## config.mk

```make
export PLATFORM = sky130hd
export DESIGN_NAME = atl_ingress_buffer
export DESIGN_NICKNAME = d
export VERILOG_FILES = /design/src/verilog/atl_pkg.sv /design/src/verilog/atl_ingress_buffer.sv
export SDC_FILE = /design/constraint.sdc
export NUM_CORES = 2
export LEC_CHECK = 0
export BUFFER_PORTS_ARGS = -buffer_cell sky130_fd_sc_hd__buf_2
export CORE_UTILIZATION = 40
export DETAILED_ROUTE_END_ITERATION = 10
export GPL_ROUTABILITY_DRIVEN = 0
export PLACE_DENSITY = 0.58
export REMOVE_ABC_BUFFERS = 1
export SLEW_MARGIN = 10
export SYNTH_ARGS = -nofsm -noshare
export SYNTH_HDL_FRONTEND = slang
export SYNTH_MEMORY_MAX_BITS = 65536
export SYNTH_SLANG_ARGS = --single-unit
```

## constraint.sdc

```tcl
create_clock -name clk -period 9.55 [get_ports clk]
set_clock_uncertainty 0.2 [all_clocks]
set_input_delay 0.4775 -clock clk [delete_from_list [all_inputs] [get_ports clk]]
set_output_delay 0.4775 -clock clk [all_outputs]
set_load 0.02 [all_outputs]
```

## src/verilog/atl_pkg.sv

```systemverilog
// atl_pkg
// widths, sizes and vector types shared by the packet narrowing path
`default_nettype none

package atl_pkg;

   // ---------------------------------------------------------------------
   // bus widths
   // ---------------------------------------------------------------------
   localparam int WIDE_W       = 64;   // sink side data word
   localparam int NARROW_W     = 32;   // output data word
   localparam int WIDE_MTY_W   = 3;    // empty bytes in a wide word
   localparam int NARROW_MTY_W = 2;
   localparam int ADR_W        = 8;    // packet address

   // ---------------------------------------------------------------------
   // lanes and buffering
   // ---------------------------------------------------------------------
   localparam int NUM_LANES    = 4;
   localparam int LANE_W       = 2;    // lane = low address bits
   localparam int BUF_DEPTH    = 16;   // words per lane buffer
   localparam int PTR_W        = 4;

   typedef logic [WIDE_W-1:0]       wide_dat_t;
   typedef logic [NARROW_W-1:0]     narrow_dat_t;
   typedef logic [WIDE_MTY_W-1:0]   wide_mty_t;
   typedef logic [NARROW_MTY_W-1:0] narrow_mty_t;
   typedef logic [ADR_W-1:0]        adr_t;
   typedef logic [LANE_W-1:0]       lane_t;
   typedef logic [PTR_W-1:0]        ptr_t;

endpackage

`default_nettype wire
```

## src/verilog/atl_ingress_buffer.sv

```systemverilog
// atl_ingress_buffer
// wide Atlantic sink, steers each word to a lane buffer by address,
// serves per-lane reads one cycle after the request
`default_nettype none

module atl_ingress_buffer (
   input  wire                                clk,
   input  wire                                reset_n,
   input  wire                                in_wrena,
   input  wire atl_pkg::wide_dat_t            in_dat,
   input  wire atl_pkg::wide_mty_t            in_mty,
   input  wire atl_pkg::adr_t                 in_adr,
   input  wire                                in_sop,
   input  wire                                in_eop,
   input  wire                                in_err,
   output wire                                in_rdena,
   input  wire [atl_pkg::NUM_LANES-1:0]       lane_rdena,
   output wire [atl_pkg::NUM_LANES-1:0]       lane_rddav,
   output wire [atl_pkg::NUM_LANES-1:0]       lane_wrena,
   output atl_pkg::wide_dat_t                 lane_dat [atl_pkg::NUM_LANES],
   output atl_pkg::wide_mty_t                 lane_mty [atl_pkg::NUM_LANES],
   output atl_pkg::adr_t                      lane_adr [atl_pkg::NUM_LANES],
   output wire [atl_pkg::NUM_LANES-1:0]       lane_sop,
   output wire [atl_pkg::NUM_LANES-1:0]       lane_eop,
   output wire [atl_pkg::NUM_LANES-1:0]       lane_err
);

   atl_pkg::lane_t                in_lane;   // lane of the incoming word
   logic [atl_pkg::NUM_LANES-1:0] room;      // lane has two or more free words

   assign in_lane  = in_adr[atl_pkg::LANE_W-1:0];
   assign in_rdena = &room;                  // one full lane stalls the sink

   for (genvar l = 0; l < atl_pkg::NUM_LANES; l++) begin : g_lane

      atl_pkg::wide_dat_t      mem_dat [atl_pkg::BUF_DEPTH];
      atl_pkg::wide_mty_t      mem_mty [atl_pkg::BUF_DEPTH];
      atl_pkg::adr_t           mem_adr [atl_pkg::BUF_DEPTH];
      logic [2:0]              mem_flg [atl_pkg::BUF_DEPTH];  // sop, eop, err
      atl_pkg::ptr_t           wr_ptr;
      atl_pkg::ptr_t           rd_ptr;
      logic [atl_pkg::PTR_W:0] word_cnt;     // stored words
      logic [atl_pkg::PTR_W:0] pkt_cnt;      // stored complete packets
      logic                    wr_hit;
      logic                    rd_hit;       // read request honoured
      logic                    rd_vld;
      logic [2:0]              flg_q;
      logic                    eop_gap;      // eop word was just presented

      assign wr_hit = in_wrena && (in_lane == atl_pkg::lane_t'(l));
      assign rd_hit = lane_rdena[l] && !eop_gap;    // packet end rule
      assign room[l] = word_cnt <= (atl_pkg::PTR_W + 1)'(atl_pkg::BUF_DEPTH - 2);
      assign lane_rddav[l] = pkt_cnt != '0;
      assign lane_wrena[l] = rd_vld;
      assign {lane_sop[l], lane_eop[l], lane_err[l]} = flg_q;

      // word storage
      always_ff @(posedge clk) begin
         if (wr_hit) begin
            mem_dat[wr_ptr] <= in_dat;
            mem_mty[wr_ptr] <= in_mty;
            mem_adr[wr_ptr] <= in_adr;
            mem_flg[wr_ptr] <= {in_sop, in_eop, in_err};
         end
      end

      // read data, held until the next honoured read
      always_ff @(posedge clk) begin
         if (rd_hit) begin
            lane_dat[l] <= mem_dat[rd_ptr];
            lane_mty[l] <= mem_mty[rd_ptr];
            lane_adr[l] <= mem_adr[rd_ptr];
            flg_q       <= mem_flg[rd_ptr];
         end
      end

      always_ff @(posedge clk or negedge reset_n) begin
         if (!reset_n) begin
            wr_ptr   <= '0;
            rd_ptr   <= '0;
            word_cnt <= '0;
            pkt_cnt  <= '0;
            rd_vld   <= 1'b0;
            eop_gap  <= 1'b0;
         end else begin
            if (wr_hit) wr_ptr <= wr_ptr + 1'b1;
            if (rd_hit) rd_ptr <= rd_ptr + 1'b1;
            rd_vld  <= rd_hit;                      // strobe, one cycle
            eop_gap <= rd_vld && flg_q[1];

            case ({wr_hit, rd_hit})
               2'b10:   word_cnt <= word_cnt + 1'b1;
               2'b01:   word_cnt <= word_cnt - 1'b1;
               default: ;
            endcase

            // packet count moves on eop in and eop out
            case ({wr_hit && in_eop, rd_hit && mem_flg[rd_ptr][1]})
               2'b10:   pkt_cnt <= pkt_cnt + 1'b1;
               2'b01:   pkt_cnt <= pkt_cnt - 1'b1;
               default: ;
            endcase
         end
      end

      // sink must respect in_rdena
      a_no_overflow: assert property (@(posedge clk) disable iff (!reset_n)
         wr_hit |-> word_cnt != (atl_pkg::PTR_W + 1)'(atl_pkg::BUF_DEPTH));

      // converter and merger only read inside a stored packet
      a_no_underflow: assert property (@(posedge clk) disable iff (!reset_n)
         rd_hit |-> word_cnt != '0);

   end

endmodule

`default_nettype wire

```

Word-level counts from Yosys, hierarchy flattened
Memory sizes are Yosys's and may differ from the RTL's. A register that Yosys moved wholly into a read port is not among the register bits.
Index checks and enable logic that the tools add are counted.

storage, ports and cells
  bits in registers = 92
  memory bits (writable) = 4992
  input bits = 85
  output and inout port bits = 321
  memories = 16

memory list
  name               depth  width  read ports  clocked after Yosys merged registers in  write ports  RTL line                  text
  g_lane[0].mem_dat  16     64     1           1                                        1            atl_ingress_buffer.sv:36  atl_pkg::wide_dat_t mem_dat [atl_pkg::BUF_DEPTH];
  g_lane[1].mem_dat  16     64     1           1                                        1            atl_ingress_buffer.sv:36
  g_lane[2].mem_dat  16     64     1           1                                        1            atl_ingress_buffer.sv:36
  g_lane[3].mem_dat  16     64     1           1                                        1            atl_ingress_buffer.sv:36
  g_lane[0].mem_adr  16     8      1           1                                        1            atl_ingress_buffer.sv:38  atl_pkg::adr_t mem_adr [atl_pkg::BUF_DEPTH];
  g_lane[1].mem_adr  16     8      1           1                                        1            atl_ingress_buffer.sv:38
  +10 memories       --     --     --          --                                       --           --

operators by class
  add/sub/neg operators = 24
  magnitude comparators = 4
  equal/unequal tests = 19
  muxes and demuxes = 16
  reductions and logical operators = 38

operators by type and width
  operator                                                                          count
  5-bit one-hot mux with 2 select lines                                             8
  5-bit by 1-bit adder with 5-bit output, second input constant                     8
  5-bit by 1-bit subtractor with 5-bit output, second input constant                8
  4-bit by 1-bit adder with 4-bit output, second input constant                     8
  2-bit == test, second input constant                                              10
  5-bit by 4-bit less-or-equal comparator with 1-bit output, second input constant  4
  1-bit logical AND                                                                 20
  5-bit nonzero test                                                                4
  2-bit by 1-bit == test with 1-bit output, second input constant                   9
  2-bit nonzero test                                                                8
  1-bit 2-to-1 mux                                                                  8
  1-bit zero test                                                                   4
  4-bit AND reduction                                                               1
  2-bit zero test                                                                   1

Depth between registers and ports, before layout
  depth in word-level cells = 5
  depth in mapped cells = 13
  depth with buffers taken out = 11

Least setup slack after synthesis
Ideal clock, no wire load.

  kind = input-to-reg
  start = input in_wrena
  end = memory g_lane[1].mem_adr[3][0] (netlist bit), enable pin
  data arrival time = 6410 ps
  data required time = 8740 ps
  slack = 2330 ps
  cell stages on the path = 4
  cell sequence = nand2_1 > nor2_1 > nand2_1 > nor3_1

on the way
  cells in the longest elaborated chain, start to end = 3

RTL lines
  item                                    RTL line                  text
  start: declaration                      atl_ingress_buffer.sv:9   input wire in_wrena,
  1-bit logical AND                       atl_ingress_buffer.sv:50  assign wr_hit = in_wrena && (in_lane == atl_pkg::lane_t'(l));
  1-bit 2-to-1 mux                        atl_ingress_buffer.sv:59  if (wr_hit) begin
  1-bit 2-to-1 mux (not written as such)  atl_ingress_buffer.sv:62  mem_adr[wr_ptr] <= in_adr;
  end: declaration                        atl_ingress_buffer.sv:38

No other way between the ends.

Final worst setup path
  start = register g_lane[3].rd_ptr[0]
  end = register g_lane[3].pkt_cnt[4] (netlist bit)

on the way
  cells in the longest elaborated chain, start to end = 4
  elaborated cells on any way between the ends = 6
  classes of those cells = eq/ne (2); mux (1); reduce/logical (2); memory (1)

RTL lines
  item                                                                                RTL line                   text
  start: declaration                                                                  atl_ingress_buffer.sv:41   atl_pkg::ptr_t rd_ptr;
  start signal: assignment                                                            atl_ingress_buffer.sv:87   if (rd_hit) rd_ptr <= rd_ptr + 1'b1;
  memory read 16 x 3 bit (*)                                                          --
  1-bit logical AND (*)                                                               atl_ingress_buffer.sv:98   case ({wr_hit && in_eop, rd_hit && mem_flg[rd_ptr][1]})
  2-bit by 1-bit == test with 1-bit output / 2-bit == test (equally long branches)    atl_ingress_buffer.sv:98
  5-bit one-hot mux with 2 select lines / 2-bit nonzero test (equally long branches)  --
  end signal: assignment                                                              atl_ingress_buffer.sv:99   2'b10: pkt_cnt <= pkt_cnt + 1'b1;
  end signal: assignment                                                              atl_ingress_buffer.sv:100  2'b01: pkt_cnt <= pkt_cnt - 1'b1;
  end: declaration                                                                    atl_ingress_buffer.sv:43   logic [atl_pkg::PTR_W:0] pkt_cnt;

Every way passes the cells marked *; elsewhere a longest branch is shown, timed or not.
A chain may end at the register's enable or synchronous reset.

==> results_dict.tcl <==
set metrics [dict create \
    status "complete, no violations" \
    rsz0062_at_grt "no" \
    hold_viol_final 0 \
    nNetsFinal 9450 \
    min_period_ns 4.79 \
    start_util 0.403 \
    wire_per_inst_um 32.4 \
    start_kind "register" \
    path_cells "buf_12, mux4_2, nor2b_1, a211oi_1, nor3b_1, ha_1, fa_1, a21oi_1, o21ai_0, o311ai_0" \
    fin_crit_sh 0.501 \
    layout_setup_ws_ns 4.76 \
    finalMaxSlewViolations 0 \
    fill_cells 40751 \
    dp.cells 15307 \
    drt_first_pass_iters 6 \
    synth.area.top_cells "edfxtp_1 79%, mux4_2 14%, a22oi_1 2.3%" \
    grt_overflow 0 \
    avgSynthCellArea_sq_um 23.6 \
    p_leak_nw 72.5 \
    dp_hpwl_um 287000 \
    drt_iter0_drc 12432 \
    die_w_um 710 \
    worst-path-max-fanout 116 \
    grt_pass1_vias 95501 \
    netlist_area_sq_um 201000 \
    ant_nets 0 \
    ys.flop_type "edfxtp_1" \
    crit_slowest_cell "dfrtp_4" \
    grt_max_degree 138 \
    antenna_found_initial 72 \
    design.die.area_sq_um 505000 \
    slew_headroom 0.191 \
    clock.fmax_mhz 209 \
    critPathRequiredTime_ns 10.28 \
    power_w 0.0672 \
    setup_viol_count_final 0 \
    ys_warn_count 0 \
    finalWirelength_um 533000 \
    multi_input_area_sq_um 37500 \
    fin_hold_ws_ns 0.0809 \
    synth_top_area_share 0.793 \
    via_per_inst 5.73 \
    ys_types 39 \
    io_buffers 405 \
    cts_tree "yes" \
    tightest_slew_ns 1.21 \
    synth-async-reset-ratio 0.0149 \
    synth_seq_area_share 0.803 \
    grt_first_pass_wirelength_um 741000 \
    rows 259 \
    cts_resized 0 \
    area_growth_pct 14.4 \
    coreArea_sq_um 499000 \
    netlist_instances 8492 \
    clk_pin_slew_ns 0.06 \
    synth-seq-cells 5384 \
    ff_latch_area_sq_um 161000 \
    cts_root_buf "clkbuf_16" \
    crit_arrival_ns 5.52 \
    max-clock-path-buffers 4 \
    slowest_delay_ns 1.02 \
    synth-edff-count 5304 \
    io_pins 406 \
    die_h_um 710 \
    layoutNonFillerInstCount 16448 \
    crit_type "register to register" \
    drive_gt1_frac 0.279 \
    drcViolationCount 0 \
    vias 94324 \
    cap_violations 0 \
    synth_area_leader_cell "edfxtp_1" \
    endpoint_kind "register" \
    cts_setup_buffers 0 \
    final_util 0.460 \
    peakVddDrop_uv 381 \
    clkSinkCount 5384 \
    p_per_area_nw_per_um2 293 \
    ctsHtreeMaxLevel 6 \
    hold_path_class "primary input to register" \
    post-place-ws_ns 4.52 \
    numCtsBuffers 565 \
    clk-insertion-delay-late_ns 1.07 \
    grtUsageTotal 0.208 \
]
[worst max-delay path, delay by kind of cell, from the launching register on]
kind | cells | cell delay [ns]
AOI/OAI and AO/OA | 4 | 1.02
adders and majority gates | 2 | 0.77
buffers and inverters | 1 | 0.73
DFF | 1 | 1.02
muxes | 1 | 0.60
and+or+nand+nor | 2 | 0.24
[registers in the layout (all words and copies together), names as in the netlist, 12 cells and up]
signal	flops
g_lane.mem_dat	4096
g_lane.rd_ptr	16
g_lane.pkt_cnt	20
g_lane.wr_ptr	16
g_lane.mem_mty	192
g_lane.flg_q	12
g_lane.word_cnt	20
lane_dat	256
lane_mty	12
g_lane.mem_adr	512
g_lane.mem_flg	192
lane_adr	32
[synthesized netlist by cell type, types with 4 or more instances]
cell,n
o21ai_0,35
and2_1,40
o31a_1,5
o22ai_1,4
nand2_1,373
ha_1,52
mux4_2,1248
o211ai_1,5
clkbuf_1,191
o311ai_0,13
o21a_1,5
buf_2,107
nor2b_1,21
mux2_2,7
nand4_1,12
nor3_1,19
nor4_1,7
or3_1,8
a21o_1,8
inv_1,38
fa_1,8
nor3b_1,9
xor2_1,14
a22oi_1,616
a21oi_1,11
dfrtp_1,80
buf_6,37
edfxtp_1,5304
xnor2_1,34
buf_1,56
nand2b_1,11
nor2_1,43
buf_4,58
a211oi_1,4
[stage by stage]
| stage | setup TNS [ns] | area, sq um |
|---|---|---|
| 2_1_floorplan | -1302.30 | 198000 |
| 3_3_place_gp | 0 | 211000 |
| 3_5_place_dp | 0 | 211000 |
| 4_1_cts | 0 | 229000 |
| 5_1_grt | 0 | 230000 |
| 6_report | 0 | 230000 |
[power breakdown]
group | switching [W] | total, W | internal, W
logic | 0.0101 | 0.0168 | 0.00676
registers | 0.00144 | 0.0293 | 0.0278
clock network | 0.00915 | 0.0211 | 0.0120
[logic make-up after synthesis]
family / Yosys count / synth area share
DFF: 5384 / 0.803
AOI/OAI and AO/OA: 706 / 0.0259
buffers and inverters: 487 / 0.0122
muxes: 1256 / 0.140
adders and majority gates: 60 / 0.00404
and+or+nand+nor: 551 / 0.0120
xor gates and xnor gates: 48 / 0.00209
[metal layers]
| metal | share of wire | wire length [um] | global-route usage |
|---|---|---|---|
| met3 | 0.085 | 45400 | 0.0340 |
| met2 | 0.46 | 246000 | 0.322 |
| met5 | 0.000083 | 44 | 0 |
| met1 | 0.43 | 228000 | 0.310 |
| met4 | 0.025 | 13400 | 0.0514 |
[repair_timing]
item / 4_1_cts / 5_1_grt
hold endpoints to repair: 3374 / 0
hold buffers: 85 / 0
setup endpoints to repair: 0 / 0
[cells in the final DEF, fill, tap and decap left out, drive strengths merged, types with 35 or more instances in the layout]
| cell | count |
|---|---|
| buf | 611 |
| ha | 52 |
| clkinv | 232 |
| a22oi | 616 |
| dfrtp | 80 |
| dlygate4sd3 | 84 |
| inv | 67 |
| nor2 | 43 |
| clkbuf | 728 |
| mux4 | 1248 |
| edfxtp | 5304 |
| and2 | 40 |
| nand2 | 373 |
| o21ai | 35 |
[final timing paths]
path / start / to / slack [ns] / cells past startpoint
min in group asynchronous: reset_n / g_lane[2].eop_gap / 0.43 / 4
max in group asynchronous: reset_n / g_lane[3].rd_ptr[1] / 7.73 / 4
max: g_lane[3].rd_ptr[0] / g_lane[3].pkt_cnt[4] / 4.76 / 10
min reg2reg: g_lane[0].flg_q[1] / g_lane[0].eop_gap / 0.28 / 1
max reg2reg: g_lane[3].rd_ptr[0] / g_lane[3].pkt_cnt[4] / 4.76 / 10
min: in_dat[4] / g_lane[0].mem_dat[15][4] / 0.08 / 2
[layout make-up]
cell class	count	area share
diodes	26	0.000283
clock buffers	728	0.0655
clock inverters	301	0.0114
inverters	38	0.000621
multi-input cells	2621	0.163
flip-flops and latches	5384	0.703
well taps	6655	0.0363
repair buffers	695	0.0201
No activity file was read; power rests on OpenSTA's default activity.
