===== config.mk =====
export PLATFORM = sky130hd
export DESIGN_NAME = atl_conv2to1
export DESIGN_NICKNAME = d
export VERILOG_FILES = /design/src/verilog/atl_pkg.sv /design/src/verilog/atl_conv2to1.sv
export SDC_FILE = /design/constraint.sdc
export NUM_CORES = 1
export LEC_CHECK = 0
export BUFFER_PORTS_ARGS = -buffer_cell sky130_fd_sc_hd__buf_2
export CAP_MARGIN = 0
export CORE_UTILIZATION = 41
export CTS_CLUSTER_SIZE = 8
export DETAILED_ROUTE_END_ITERATION = 16
export GPL_TIMING_DRIVEN = 0
export PLACE_DENSITY = 0.88
export SYNTH_ARGS = -nofsm -noshare
export SYNTH_HDL_FRONTEND = slang
export SYNTH_SLANG_ARGS = --single-unit

===== constraint.sdc =====
create_clock -name clk -period 4.2 [get_ports clk]
set_input_delay 0.42 -clock clk [delete_from_list [all_inputs] [get_ports clk]]
set_output_delay 0.42 -clock clk [all_outputs]
set_load 0.05 [all_outputs]

===== src/verilog/atl_pkg.sv =====
// atl_pkg
// widths, sizes and vector types shared by the packet narrowing path
`default_nettype none

package atl_pkg;

   // ---------------------------------------------------------------------
   // bus widths
   // ---------------------------------------------------------------------
   localparam int WIDE_W       = 64;   // sink side data word
   localparam int NARROW_W     = 32;   // output data word
   localparam int WIDE_MTY_W   = 3;    // empty bytes in a wide word
   localparam int NARROW_MTY_W = 2;
   localparam int ADR_W        = 8;    // packet address

   // ---------------------------------------------------------------------
   // lanes and buffering
   // ---------------------------------------------------------------------
   localparam int NUM_LANES    = 4;
   localparam int LANE_W       = 2;    // lane = low address bits
   localparam int BUF_DEPTH    = 16;   // words per lane buffer
   localparam int PTR_W        = 4;

   typedef logic [WIDE_W-1:0]       wide_dat_t;
   typedef logic [NARROW_W-1:0]     narrow_dat_t;
   typedef logic [WIDE_MTY_W-1:0]   wide_mty_t;
   typedef logic [NARROW_MTY_W-1:0] narrow_mty_t;
   typedef logic [ADR_W-1:0]        adr_t;
   typedef logic [LANE_W-1:0]       lane_t;
   typedef logic [PTR_W-1:0]        ptr_t;

endpackage

`default_nettype wire

===== src/verilog/atl_conv2to1.sv =====
// atl_conv2to1
// one lane's 2:1 width converter, each wide word leaves as top half
// then bottom half, a mostly empty last word leaves as top half only
`default_nettype none

module atl_conv2to1 (
   input  wire                          clk,
   input  wire                          reset_n,
   input  wire                          ai_rddav,
   output wire                          ai_rdena,
   input  wire                          ai_wrena,
   input  wire atl_pkg::wide_dat_t      ai_dat,
   input  wire atl_pkg::wide_mty_t      ai_mty,
   input  wire atl_pkg::adr_t           ai_adr,
   input  wire                          ai_sop,
   input  wire                          ai_eop,
   input  wire                          ai_err,
   output wire                          ao_rddav,
   input  wire                          ao_rdena,
   output logic                         ao_wrena,
   output atl_pkg::narrow_dat_t         ao_dat,
   output atl_pkg::narrow_mty_t         ao_mty,
   output atl_pkg::adr_t                ao_adr,
   output logic                         ao_sop,
   output logic                         ao_eop,
   output logic                         ao_err
);

   logic top_sent;      // top half out, bottom half owed
   logic just_popped;   // read request went out last cycle
   logic pend;          // word arrived while frozen
   logic in_vld;
   logic top_only;      // last word fits in the top half

   assign ao_rddav = ai_rddav;             // no latency on dav
   assign in_vld   = ai_wrena | pend;
   assign top_only = ai_eop & ai_mty[atl_pkg::WIDE_MTY_W-1];

   // no pop while a word is still being halved, nor past the packet end
   assign ai_rdena = ao_rdena & ~(just_popped & ai_wrena) & ~pend
                     & ~(top_sent & ai_eop);

   // ---------------------------------------------------------------------
   // control
   // ---------------------------------------------------------------------
   always_ff @(posedge clk or negedge reset_n) begin
      if (!reset_n) begin
         ao_wrena    <= 1'b0;
         top_sent    <= 1'b0;
         just_popped <= 1'b0;
         pend        <= 1'b0;
      end else begin
         just_popped <= ai_rdena;
         if (ao_rdena) begin
            pend <= 1'b0;
            if (!top_sent) begin
               ao_wrena <= in_vld;
               top_sent <= in_vld;
            end else begin
               ao_wrena <= ~top_only;      // eop already went with the top half
               top_sent <= 1'b0;
            end
         end else if (ai_wrena) begin
            pend <= 1'b1;                  // frozen, feeder holds the data
         end
      end
   end

   // ---------------------------------------------------------------------
   // payload halves
   // ---------------------------------------------------------------------
   always_ff @(posedge clk) begin
      if (ao_rdena) begin
         if (!top_sent) begin
            if (in_vld) begin
               ao_dat <= ai_dat[atl_pkg::WIDE_W-1:atl_pkg::NARROW_W];
               ao_adr <= ai_adr;
               ao_sop <= ai_sop;
               ao_err <= ai_err;
               ao_eop <= top_only;
               // mty of 4..7 leaves 0..3 empty bytes in the top half
               ao_mty <= top_only ? ai_mty[atl_pkg::NARROW_MTY_W-1:0] : '0;
            end
         end else begin
            ao_dat <= ai_dat[atl_pkg::NARROW_W-1:0];
            ao_adr <= ai_adr;
            ao_sop <= 1'b0;                // bottom half never starts a packet
            ao_err <= ai_err;
            ao_eop <= ai_eop;
            ao_mty <= ai_mty[atl_pkg::NARROW_MTY_W-1:0];
         end
      end
   end

   a_bottom_no_sop: assert property (@(posedge clk) disable iff (!reset_n)
      ao_wrena && $past(top_sent && ao_rdena) |-> !ao_sop);

endmodule

`default_nettype wire


# After elaboration in Yosys (flattened, before gate mapping)
# Index checks and enable logic that the tools add are counted.
classes:
  reduce_logical: 3
  bitwise: 11
  mux: 16
op_table:
  columns: ["op", "count"]
  rows:
  - ["2-to-1 mux 32 bit", 2]
  - ["2-to-1 mux 8 bit", 2]
  - ["2-to-1 mux 1 bit", 9]
  - ["AND 1 bit", 6]
  - ["2-to-1 mux 2 bit", 3]
  - ["inverter 1 bit", 4]
  - ["nonzero test 2 bit", 2]
  - ["AND reduction 2 bit", 1]
  - ["OR 1 bit", 1]
word_totals:
  out_inout_bits: 48
  input_bits: 83
  reg_bits: 49
  word_cells: 40

# Depth between registers and ports, before layout
# Gate-level depths: netlist of the first run.
depth:
  depth_word: 5
  depth_mapped: 3

# Least setup slack after synthesis of the first run
# OpenSTA, ideal clock, no wires.
synth_timing:
  path_type: "flip-flop to flip-flop"
  startpoint: "register top_sent"
  endpoint: "register ao_adr[0], enable pin"
  period_less_slack_ns: 3.037
  setup_slack_ns: 1.163
  t_arrival_ns: 2.585
  required_ns: 3.747
  setup_ns: 0.453
  stages_incl_launch_ff: 4
  path_buffers: 1
  cell_sequence: "dfrtp_1 -> buf_6 -> nor3_1 -> nor2b_1"
synth_via:
  elab_chain_len: 2
synth_lines:
  columns: ["element", "line", "source"]
  rows:
  - ["start: declaration", "atl_conv2to1.sv:29", "logic top_sent;"]
  - ["start signal: assignment", "atl_conv2to1.sv:58", "top_sent <= in_vld;"]
  - ["nonzero test 2 bit (no source line)", null, null]
  - ["AND reduction 2 bit (no source line)", null, null]
  - ["end signal: assignment", "atl_conv2to1.sv:77", "ao_adr <= ai_adr;"]
  - ["end signal: assignment", "atl_conv2to1.sv:86", "ao_adr <= ai_adr;"]
  - ["end: declaration", "atl_conv2to1.sv:23", "output atl_pkg::adr_t ao_adr,"]
# No other way between the ends.
# A chain may end at the register's enable or synchronous reset.

# Final worst setup path of the first run
layout_timing:
  startpoint: "register top_sent"
  endpoint: "output ai_rdena"
layout_via:
  elab_chain_len: 3
layout_lines:
  columns: ["element", "line", "source"]
  rows:
  - ["AND 1 bit", "atl_conv2to1.sv:41", "& ~(top_sent & ai_eop);"]
  - ["inverter 1 bit", "atl_conv2to1.sv:41", null]
  - ["AND 1 bit", "atl_conv2to1.sv:41", null]
  - ["end: declaration", "atl_conv2to1.sv:10", "output wire ai_rdena,"]
# No other way between the ends.

==> results of run 1 <==
where the power goes:
group	internal, uW	switching [uW]
clock	118	154
sequential	586	11.4
combinational	108	207
total	812	372
layout make-up:
type,instances,share of cell area
repair buffers,131,0.239
well taps,52,0.0230
clock buffers,5,0.0244
multi-input cells,48,0.176
plain buffers,5,0.0160
clock inverters,3,0.00753
flip-flops and latches,49,0.514
cells in the mapped netlist:
cell,count
a211oi_1,1
a21oi_1,1
a221oi_2,1
and4_1,1
buf_4,3
buf_6,2
dfrtp_1,4
edfxtp_1,45
mux2_2,26
mux2_4,6
mux2i_1,1
nand2b_1,1
nor2_1,3
nor2b_1,4
nor3_1,1
o21a_1,1
o21ai_0,1
cell usage in the layout, fill, tap and decap left out, types with 2 or more instances in the layout:
cell / n
buf_2: 129
edfxtp_1: 45
mux2_2: 26
mux2_4: 6
clkbuf_8: 5
dfrtp_1: 4
buf_4: 3
nor2b_1: 3
nor2_1: 3
buf_6: 2
registers in the layout (all words and copies together), names as in the netlist:
name         flops
ao_wrena         1
ao_eop           1
ao_dat          32
just_popped      1
ao_adr           8
top_sent         1
ao_err           1
pend             1
ao_sop           1
ao_mty           2
worst paths after layout:
kind | start | end | slack, ps
setup / recovery | top_sent$_DFFE_PN0P_ | ai_rdena | 2190
hold / removal | ai_adr[6] | ao_adr[6]$_DFFE_PP_ | 300
setup reg to reg | top_sent$_DFFE_PN0P_ | ao_dat[22]$_DFFE_PP_ | 2540
hold reg to reg | just_popped$_DFF_PN0_ | just_popped$_DFF_PN0_ | 450
max in group asynchronous | reset_n | top_sent$_DFFE_PN0P_ | 3630
min in group asynchronous | reset_n | just_popped$_DFF_PN0_ | 450
cells by family (layout without fill, tap and decap cells):
kind of cell	Yosys count	after routing
AO/OA/AOI/OAI	5	5
buffers and inverters	5	144
flip-flops	49	49
multiplexers	33	33
AND/OR/NAND/NOR	10	10
routing by layer:
layer,GRT usage,vias up
met1,0.196,633
li1,-,667
met5,0,-
met3,0.0577,2
met4,0.0349,0
met2,0.301,84
through the flow:
stage | cell area, um2 | power [uW] | setup slack [ps]
floorplan | 1990 | 833 | 1160
global placement | 2700 | 917 | 432
detailed placement | 2720 | 926 | 2490
CTS | 2820 | 1200 | 2150
global route | 2820 | 1230 | 2090
finish | 2820 | 1180 | 2190
worst reg2reg max path: stages (launching register included):
cell and delay (ps):
dfrtp_1 400, buf_6 160, nor3_1 100, nor2b_4 450, buf_12 260
==> reports/qor.csv, run 1 <==
stage,metric,value,unit
die,die height,71.6,um
timing,hold slack,295,ps
critical_path,Worst Setup End Kind,primary output,
synth,simple-gate share of the synthesized area,0.0284,
route,post-detailed-route count of antenna-violating nets,0,
cells_and_area,Layout fillers,350,
timing,fmax,496,MHz
synth,"FF+latch count, synth",49,
clock_network,clk sinks,49,
timing,RSZ-0062 raised after global routing,no,
timing,"Hold Violations, Final",0,
cells_and_area,share of cells above drive strength 1,0.734,
route,initial detailed-routing violation count,74,
clock_network,# Post-CTS Setup Buffers,0,
critical_path,Crit path max-delay family,buffers and inverters,
die,I/O pins,131,
power,Power Density,419,nW/um2
synth,post-synthesis mux area share,0.198,
timing,Final Cycle Share,0.480,
route,# DRC,0,
critical_path,critical path's most frequent cell,buf_6,
synth,synth top area cells,"edfxtp_1, mux2_2, dfrtp_1",
cells_and_area,Layout Utilization,0.627,
critical_path,crit path DAT,1590,ps
clock_network,post-CTS sizing,0,
power,leak pwr,0.00127,uW
timing,post-layout minimum cycle time,2010,ps
timing,skew final,6.08,ps
placed_design,Post-DP HPWL,3.41,mm
global_routing,Congestion Overflow GR,0,
job,maxcap violations,0,
die,core area,4500,um2
die,initial core utilization,0.441,
synth,synth warn,0,
placed_design,Placed Instances,284,
synth,top cell type's share of synthesized area,0.681,
die,Core Rows,24,
power,VDD IR max,0.195,mV
route,routed via count,1386,
cells_and_area,synth-to-layout area growth,42.2,%
route,Vias/cell,4.73,
global_routing,initial antenna violation count,0,
die,Die X,71.6,um
clock_network,CTS tree,built,
critical_path,worst reg2reg path depth,4,
synth,main combinational cell family by area after synthesis,multiplexers,
global_routing,gr usage total,0.168,
route,Avg WL per Cell,14.6,um
synth,Synth Cell Area,1990,um2
cells_and_area,register area,1450,um2
clock_network,clock buffer depth,2,
critical_path,"Req. time, crit path",3780,ps
critical_path,max incr delay on CP,420,ps
clock_network,clock root cell,clkbuf_8,
critical_path,Critical Path Fanout Max,10,
route,Detailed Route WL,4.27,mm
global_routing,first-pass GRT wire length,6.41,mm
outcome,outcome,completed,
clock_network,Post-CTS Hold Buffers,1,
clock_network,worst-skew pair later-pin latency,290,ps
timing,worst slew pin tran,519,ps
critical_path,Worst path slowest cell,dfrtp_1,
global_routing,vias in the first global route,1362,
clock_network,clk slew on worst S/H paths,90,ps
route,routed wl met3,374,um
synth,Post-Syn Area per Cell,19.5,um2
timing,Max Slew Vio Count,0,
synth,dominant cell type by area after synthesis,edfxtp_1,
timing,Fin Setup TNS,0,ps
synth,synth unique cells,17,
placed_design,GPL Wtd Cong,0.687,
clock_network,Inserted Clock Buffers,5,
cells_and_area,Nets,323,
cells_and_area,n_diodes,0,
synth,Adder-Cell Fraction of Synth Area,0,
critical_path,Crit path depth,4,
placed_design,buffers added on ports,129,
cells_and_area,area of the multi-input gates,497,um2
critical_path,worst setup path class,reg2out,
synth,Post-Synthesis Cells,102,
worst_hold_path,Hold WC Path Type,in2reg,
synth,syn nets,185,
critical_path,CP Cell Sequence,"buf_6, buf_6, a221oi_2, buf_2",
worst_hold_path,hold path depth,1,
route,DR WL met2,2.16,mm
cells_and_area,Final Non-Filler Cells,293,
synth,post-synthesis sequential area ratio,0.731,
critical_path,crit path launch type,flip-flop,
clock_network,CTS H-tree lvls,2,
synth,Post-Synth XOR/XNOR Area,0,
critical_path,"Buf+Inv Stages, Crit Path",3,
synth,post-synthesis compound-gate area fraction,0.0202,
die,Die Footprint,5130,um2
route,1st-pass router iterations,4,
timing,Finish-stage setup viols,0,
route,M1 WL,1.72,mm
global_routing,pin count of the biggest net entering global routing,29,
route,Max Used Layer,met4,
timing,Slew headroom,0.653,
Power figures use the tool's default switching activity.
==> run 2, diff against run 1 <==
==> constraint.sdc (replaced) <==
create_clock -name clk -period 2.1 [get_ports clk]
set_input_delay 0.21 -clock clk [delete_from_list [all_inputs] [get_ports clk]]
set_output_delay 0.21 -clock clk [all_outputs]
set_load 0.05 [all_outputs]
==> run 2 against run 1 <==
Net effect:
- flip-flop and latch count is the same
- utilization grew 0.42 points
- sequential share of layout area shrank 0.34 points
- via count shrank 0.51%
- wire length grew 3.4%
- critical path depth shrank 1
- combinational power grew 99%
- hold slack lost 210 ps
- final cell count is the same
- sequential power grew 100%
- setup slack lost 1900 ps
- clock power grew 150%
- critical path type is now reg2reg
==> reports/qor.csv, run 2 (synthesis results as in run 1) <==
stage,metric,value,unit,change
power,switching pwr,750,uW,+100%
global_routing,vias in the first global route,1410,,+3.5%
clock_network,clk sinks,49,,unchanged
critical_path,reg2reg start,top_sent$_DFFE_PN0P_,,
clock_network,clk slew on worst S/H paths,90,ps,about the same
die,initial core utilization,0.441,,unchanged
route,# DRC,0,,unchanged
outcome,outcome,completed,,
clock_network,clock root cell,clkbuf_8,,
critical_path,max incr delay on CP,630,ps,+210 ps
route,initial detailed-routing violation count,62,,-16%
timing,Slew headroom,0.495,,-0.158
clock_network,clock buffer depth,2,,unchanged
route,Avg WL per Cell,15.1,um,+3.4%
critical_path,worst setup path class,reg2reg,,
critical_path,R2R setup slack,270,ps,-2270 ps
critical_path,Critical Path Fanout Max,23,,+13
route,1st-pass router iterations,4,,unchanged
clock_network,# Post-CTS Setup Buffers,0,,unchanged
placed_design,GPL Wtd Cong,0.698,,+1.7%
critical_path,CP Cell Sequence,"buf_6, nor3_1, nor2b_4",,
die,I/O pins,131,,unchanged
power,sequential fraction of design power,0.480,,-0.024
critical_path,crit path DAT,1830,ps,+240 ps
die,die height,71.6,um,unchanged
die,core area,4500,um2,unchanged
power,Power Internal,1740,uW,+110%
route,post-detailed-route count of antenna-violating nets,0,,unchanged
die,Die Footprint,5130,um2,unchanged
cells_and_area,Nets,323,,unchanged
power,Combinational Power Share,0.252,,-0.014
timing,hold slack,80.8,ps,-215 ps
timing,RSZ-0062 raised after global routing,no,,
cells_and_area,biggest regs,"ao_dat (32), ao_adr (8), ao_mty (2)",,
critical_path,worst reg2reg path depth,3,,-1
global_routing,gr usage total,0.174,,+0.00661
global_routing,Congestion Overflow GR,0,,unchanged
critical_path,R2R Path End,ao_adr[2]$_DFFE_PP_,,
global_routing,pin count of the biggest net entering global routing,46,,+59%
critical_path,Worst Setup End Kind,flip-flop,,
cells_and_area,most frequent cells in the layout,"buf_2, edfxtp_1, mux2_2",,
power,Power Total,2490,uW,+110%
timing,post-layout minimum cycle time,1830,ps,
timing,Max Slew Vio Count,0,,unchanged
cells_and_area,Top reg by flops,ao_dat,,
cells_and_area,share of cells above drive strength 1,0.734,,unchanged
timing,"Hold Violations, Final",0,,unchanged
cells_and_area,"commonest non-fill, non-tap cell in the layout",buf_2,,
critical_path,crit path launch type,flip-flop,,
worst_hold_path,hold path depth,1,,unchanged
timing,worst slew pin tran,752,ps,+232 ps
power,VDD IR max,0.507,mV,+160%
job,maxcap violations,0,,unchanged
placed_design,buffers added on ports,129,,unchanged
global_routing,first-pass GRT wire length,6.53,mm,+1.9%
route,Vias/cell,4.71,,-0.51%
worst_hold_path,Hold Path End,ao_adr[6]$_DFFE_PP_,,
clock_network,CTS tree,built,,
power,Clock power frac,0.269,,+0.039
route,routed via count,1379,,-0.51%
clock_network,Inserted Clock Buffers,5,,unchanged
placed_design,Post-DP HPWL,3.34,mm,-2.2%
power,Power Density,876,nW/um2,+110%
critical_path,"Req. time, crit path",2090,ps,-1690 ps
timing,Fin Setup TNS,0,ps,unchanged
timing,fmax,545,MHz,
worst_hold_path,min-delay src,ai_adr[6],,
power,leak pwr,0.00127,uW,+0.68%
cells_and_area,synth-to-layout area growth,43.2,%,
timing,Final Cycle Share,0.873,,
timing,Finish-stage setup viols,0,,unchanged
timing,skew final,2.64,ps,-3.44 ps
route,Detailed Route WL,4.42,mm,+3.4%
die,Die X,71.6,um,unchanged
clock_network,CTS H-tree lvls,2,,unchanged
cells_and_area,max reg flops,32,,unchanged
power,sw frac,0.301,,-0.0130
die,Core Rows,24,,unchanged
critical_path,Worst path slowest cell,nor3_1,,
worst_hold_path,Hold WC Path Type,in2reg,,
cells_and_area,n_diodes,0,,unchanged
global_routing,initial antenna violation count,0,,unchanged
clock_network,worst-skew pair later-pin latency,300,ps,about the same
[run 2: cell types whose count changed in the layout (fill, tap and decap cells not counted), sizes merged]
cell | before | now
inv | 1 | 0
bufinv | 0 | 1
buf | 135 | 134
nor2b | 4 | 5
[run 2: metrics by stage]
stage | utilization | cells | worst slack (ps) | area, um2
6_report | 0.631 | 293 | 266 | 2840
5_1_grt | 0.631 | 293 | 161 | 2840
4_1_cts | 0.628 | 292 | 36.4 | 2830
3_5_place_dp | 0.600 | 283 | 54.6 | 2700
3_3_place_gp | 0.600 | 283 | 105 | 2700
2_1_floorplan | - | 102 | 408 | 1990
[run 2: worst max-delay path by stage]
| stage | to | slack [ps] | cells past startpoint | from |
|---|---|---|---|---|
| finish | ao_adr[2]$_DFFE_PP_ | 270 | 3 | top_sent$_DFFE_PN0P_ |
| global placement | ao_adr[0]$_DFFE_PP_ | 100 | 3 | top_sent$_DFFE_PN0P_ |
| CTS | ao_dat[28]$_DFFE_PP_ | 40 | 3 | top_sent$_DFFE_PN0P_ |
| detailed placement | ao_sop$_SDFFCE_PP0P_ | 50 | 3 | top_sent$_DFFE_PN0P_ |
| global route | ao_dat[0]$_DFFE_PP_ | 160 | 3 | top_sent$_DFFE_PN0P_ |
| floorplan | ai_rdena | 410 | 3 | top_sent$_DFFE_PN0P_ |
[run 2: routing by layer]
layer	share of wire	track usage
met4	0.016	0.0697
met5	0	0
met2	0.53	0.325
met1	0.36	0.181
met3	0.088	0.0563
[run 2: power groups by stage]
stage | clock network (uW) | logic [uW] | registers [uW]
2_1_floorplan | 0 | 179 | 1490
3_3_place_gp | 0 | 615 | 1220
3_5_place_dp | 0 | 627 | 1220
4_1_cts | 684 | 630 | 1200
5_1_grt | 728 | 660 | 1200
6_report | 669 | 627 | 1200
[run 2: timing repair]
| action | in CTS | in global routing |
|---|---|---|
| setup endpoints to repair | 0 | 45 |
| hold buffers | 1 | 0 |
| resized for setup | 0 | 1 |
| endpoints found under the hold margin | 4 | 0 |
[run 2: worst max-delay path: cells and delay by family (launching register included)]
family / cells / cell delay (ps)
buffers and inverters: 1 / 160
and+or+nand+nor: 2 / 920
DFF: 1 / 430
[run 2: final cells by class]
cell class / count / area (um2)
Fill cell: 338 / 1660
Sequential cell: 49 / 1450
Timing Repair Buffer: 130 / 656
Multi-Input combinational cell: 49 / 510
Clock buffer: 5 / 68.8
Tap cell: 52 / 65.1
Clock inverter: 3 / 46.3
Buffer: 5 / 45.0
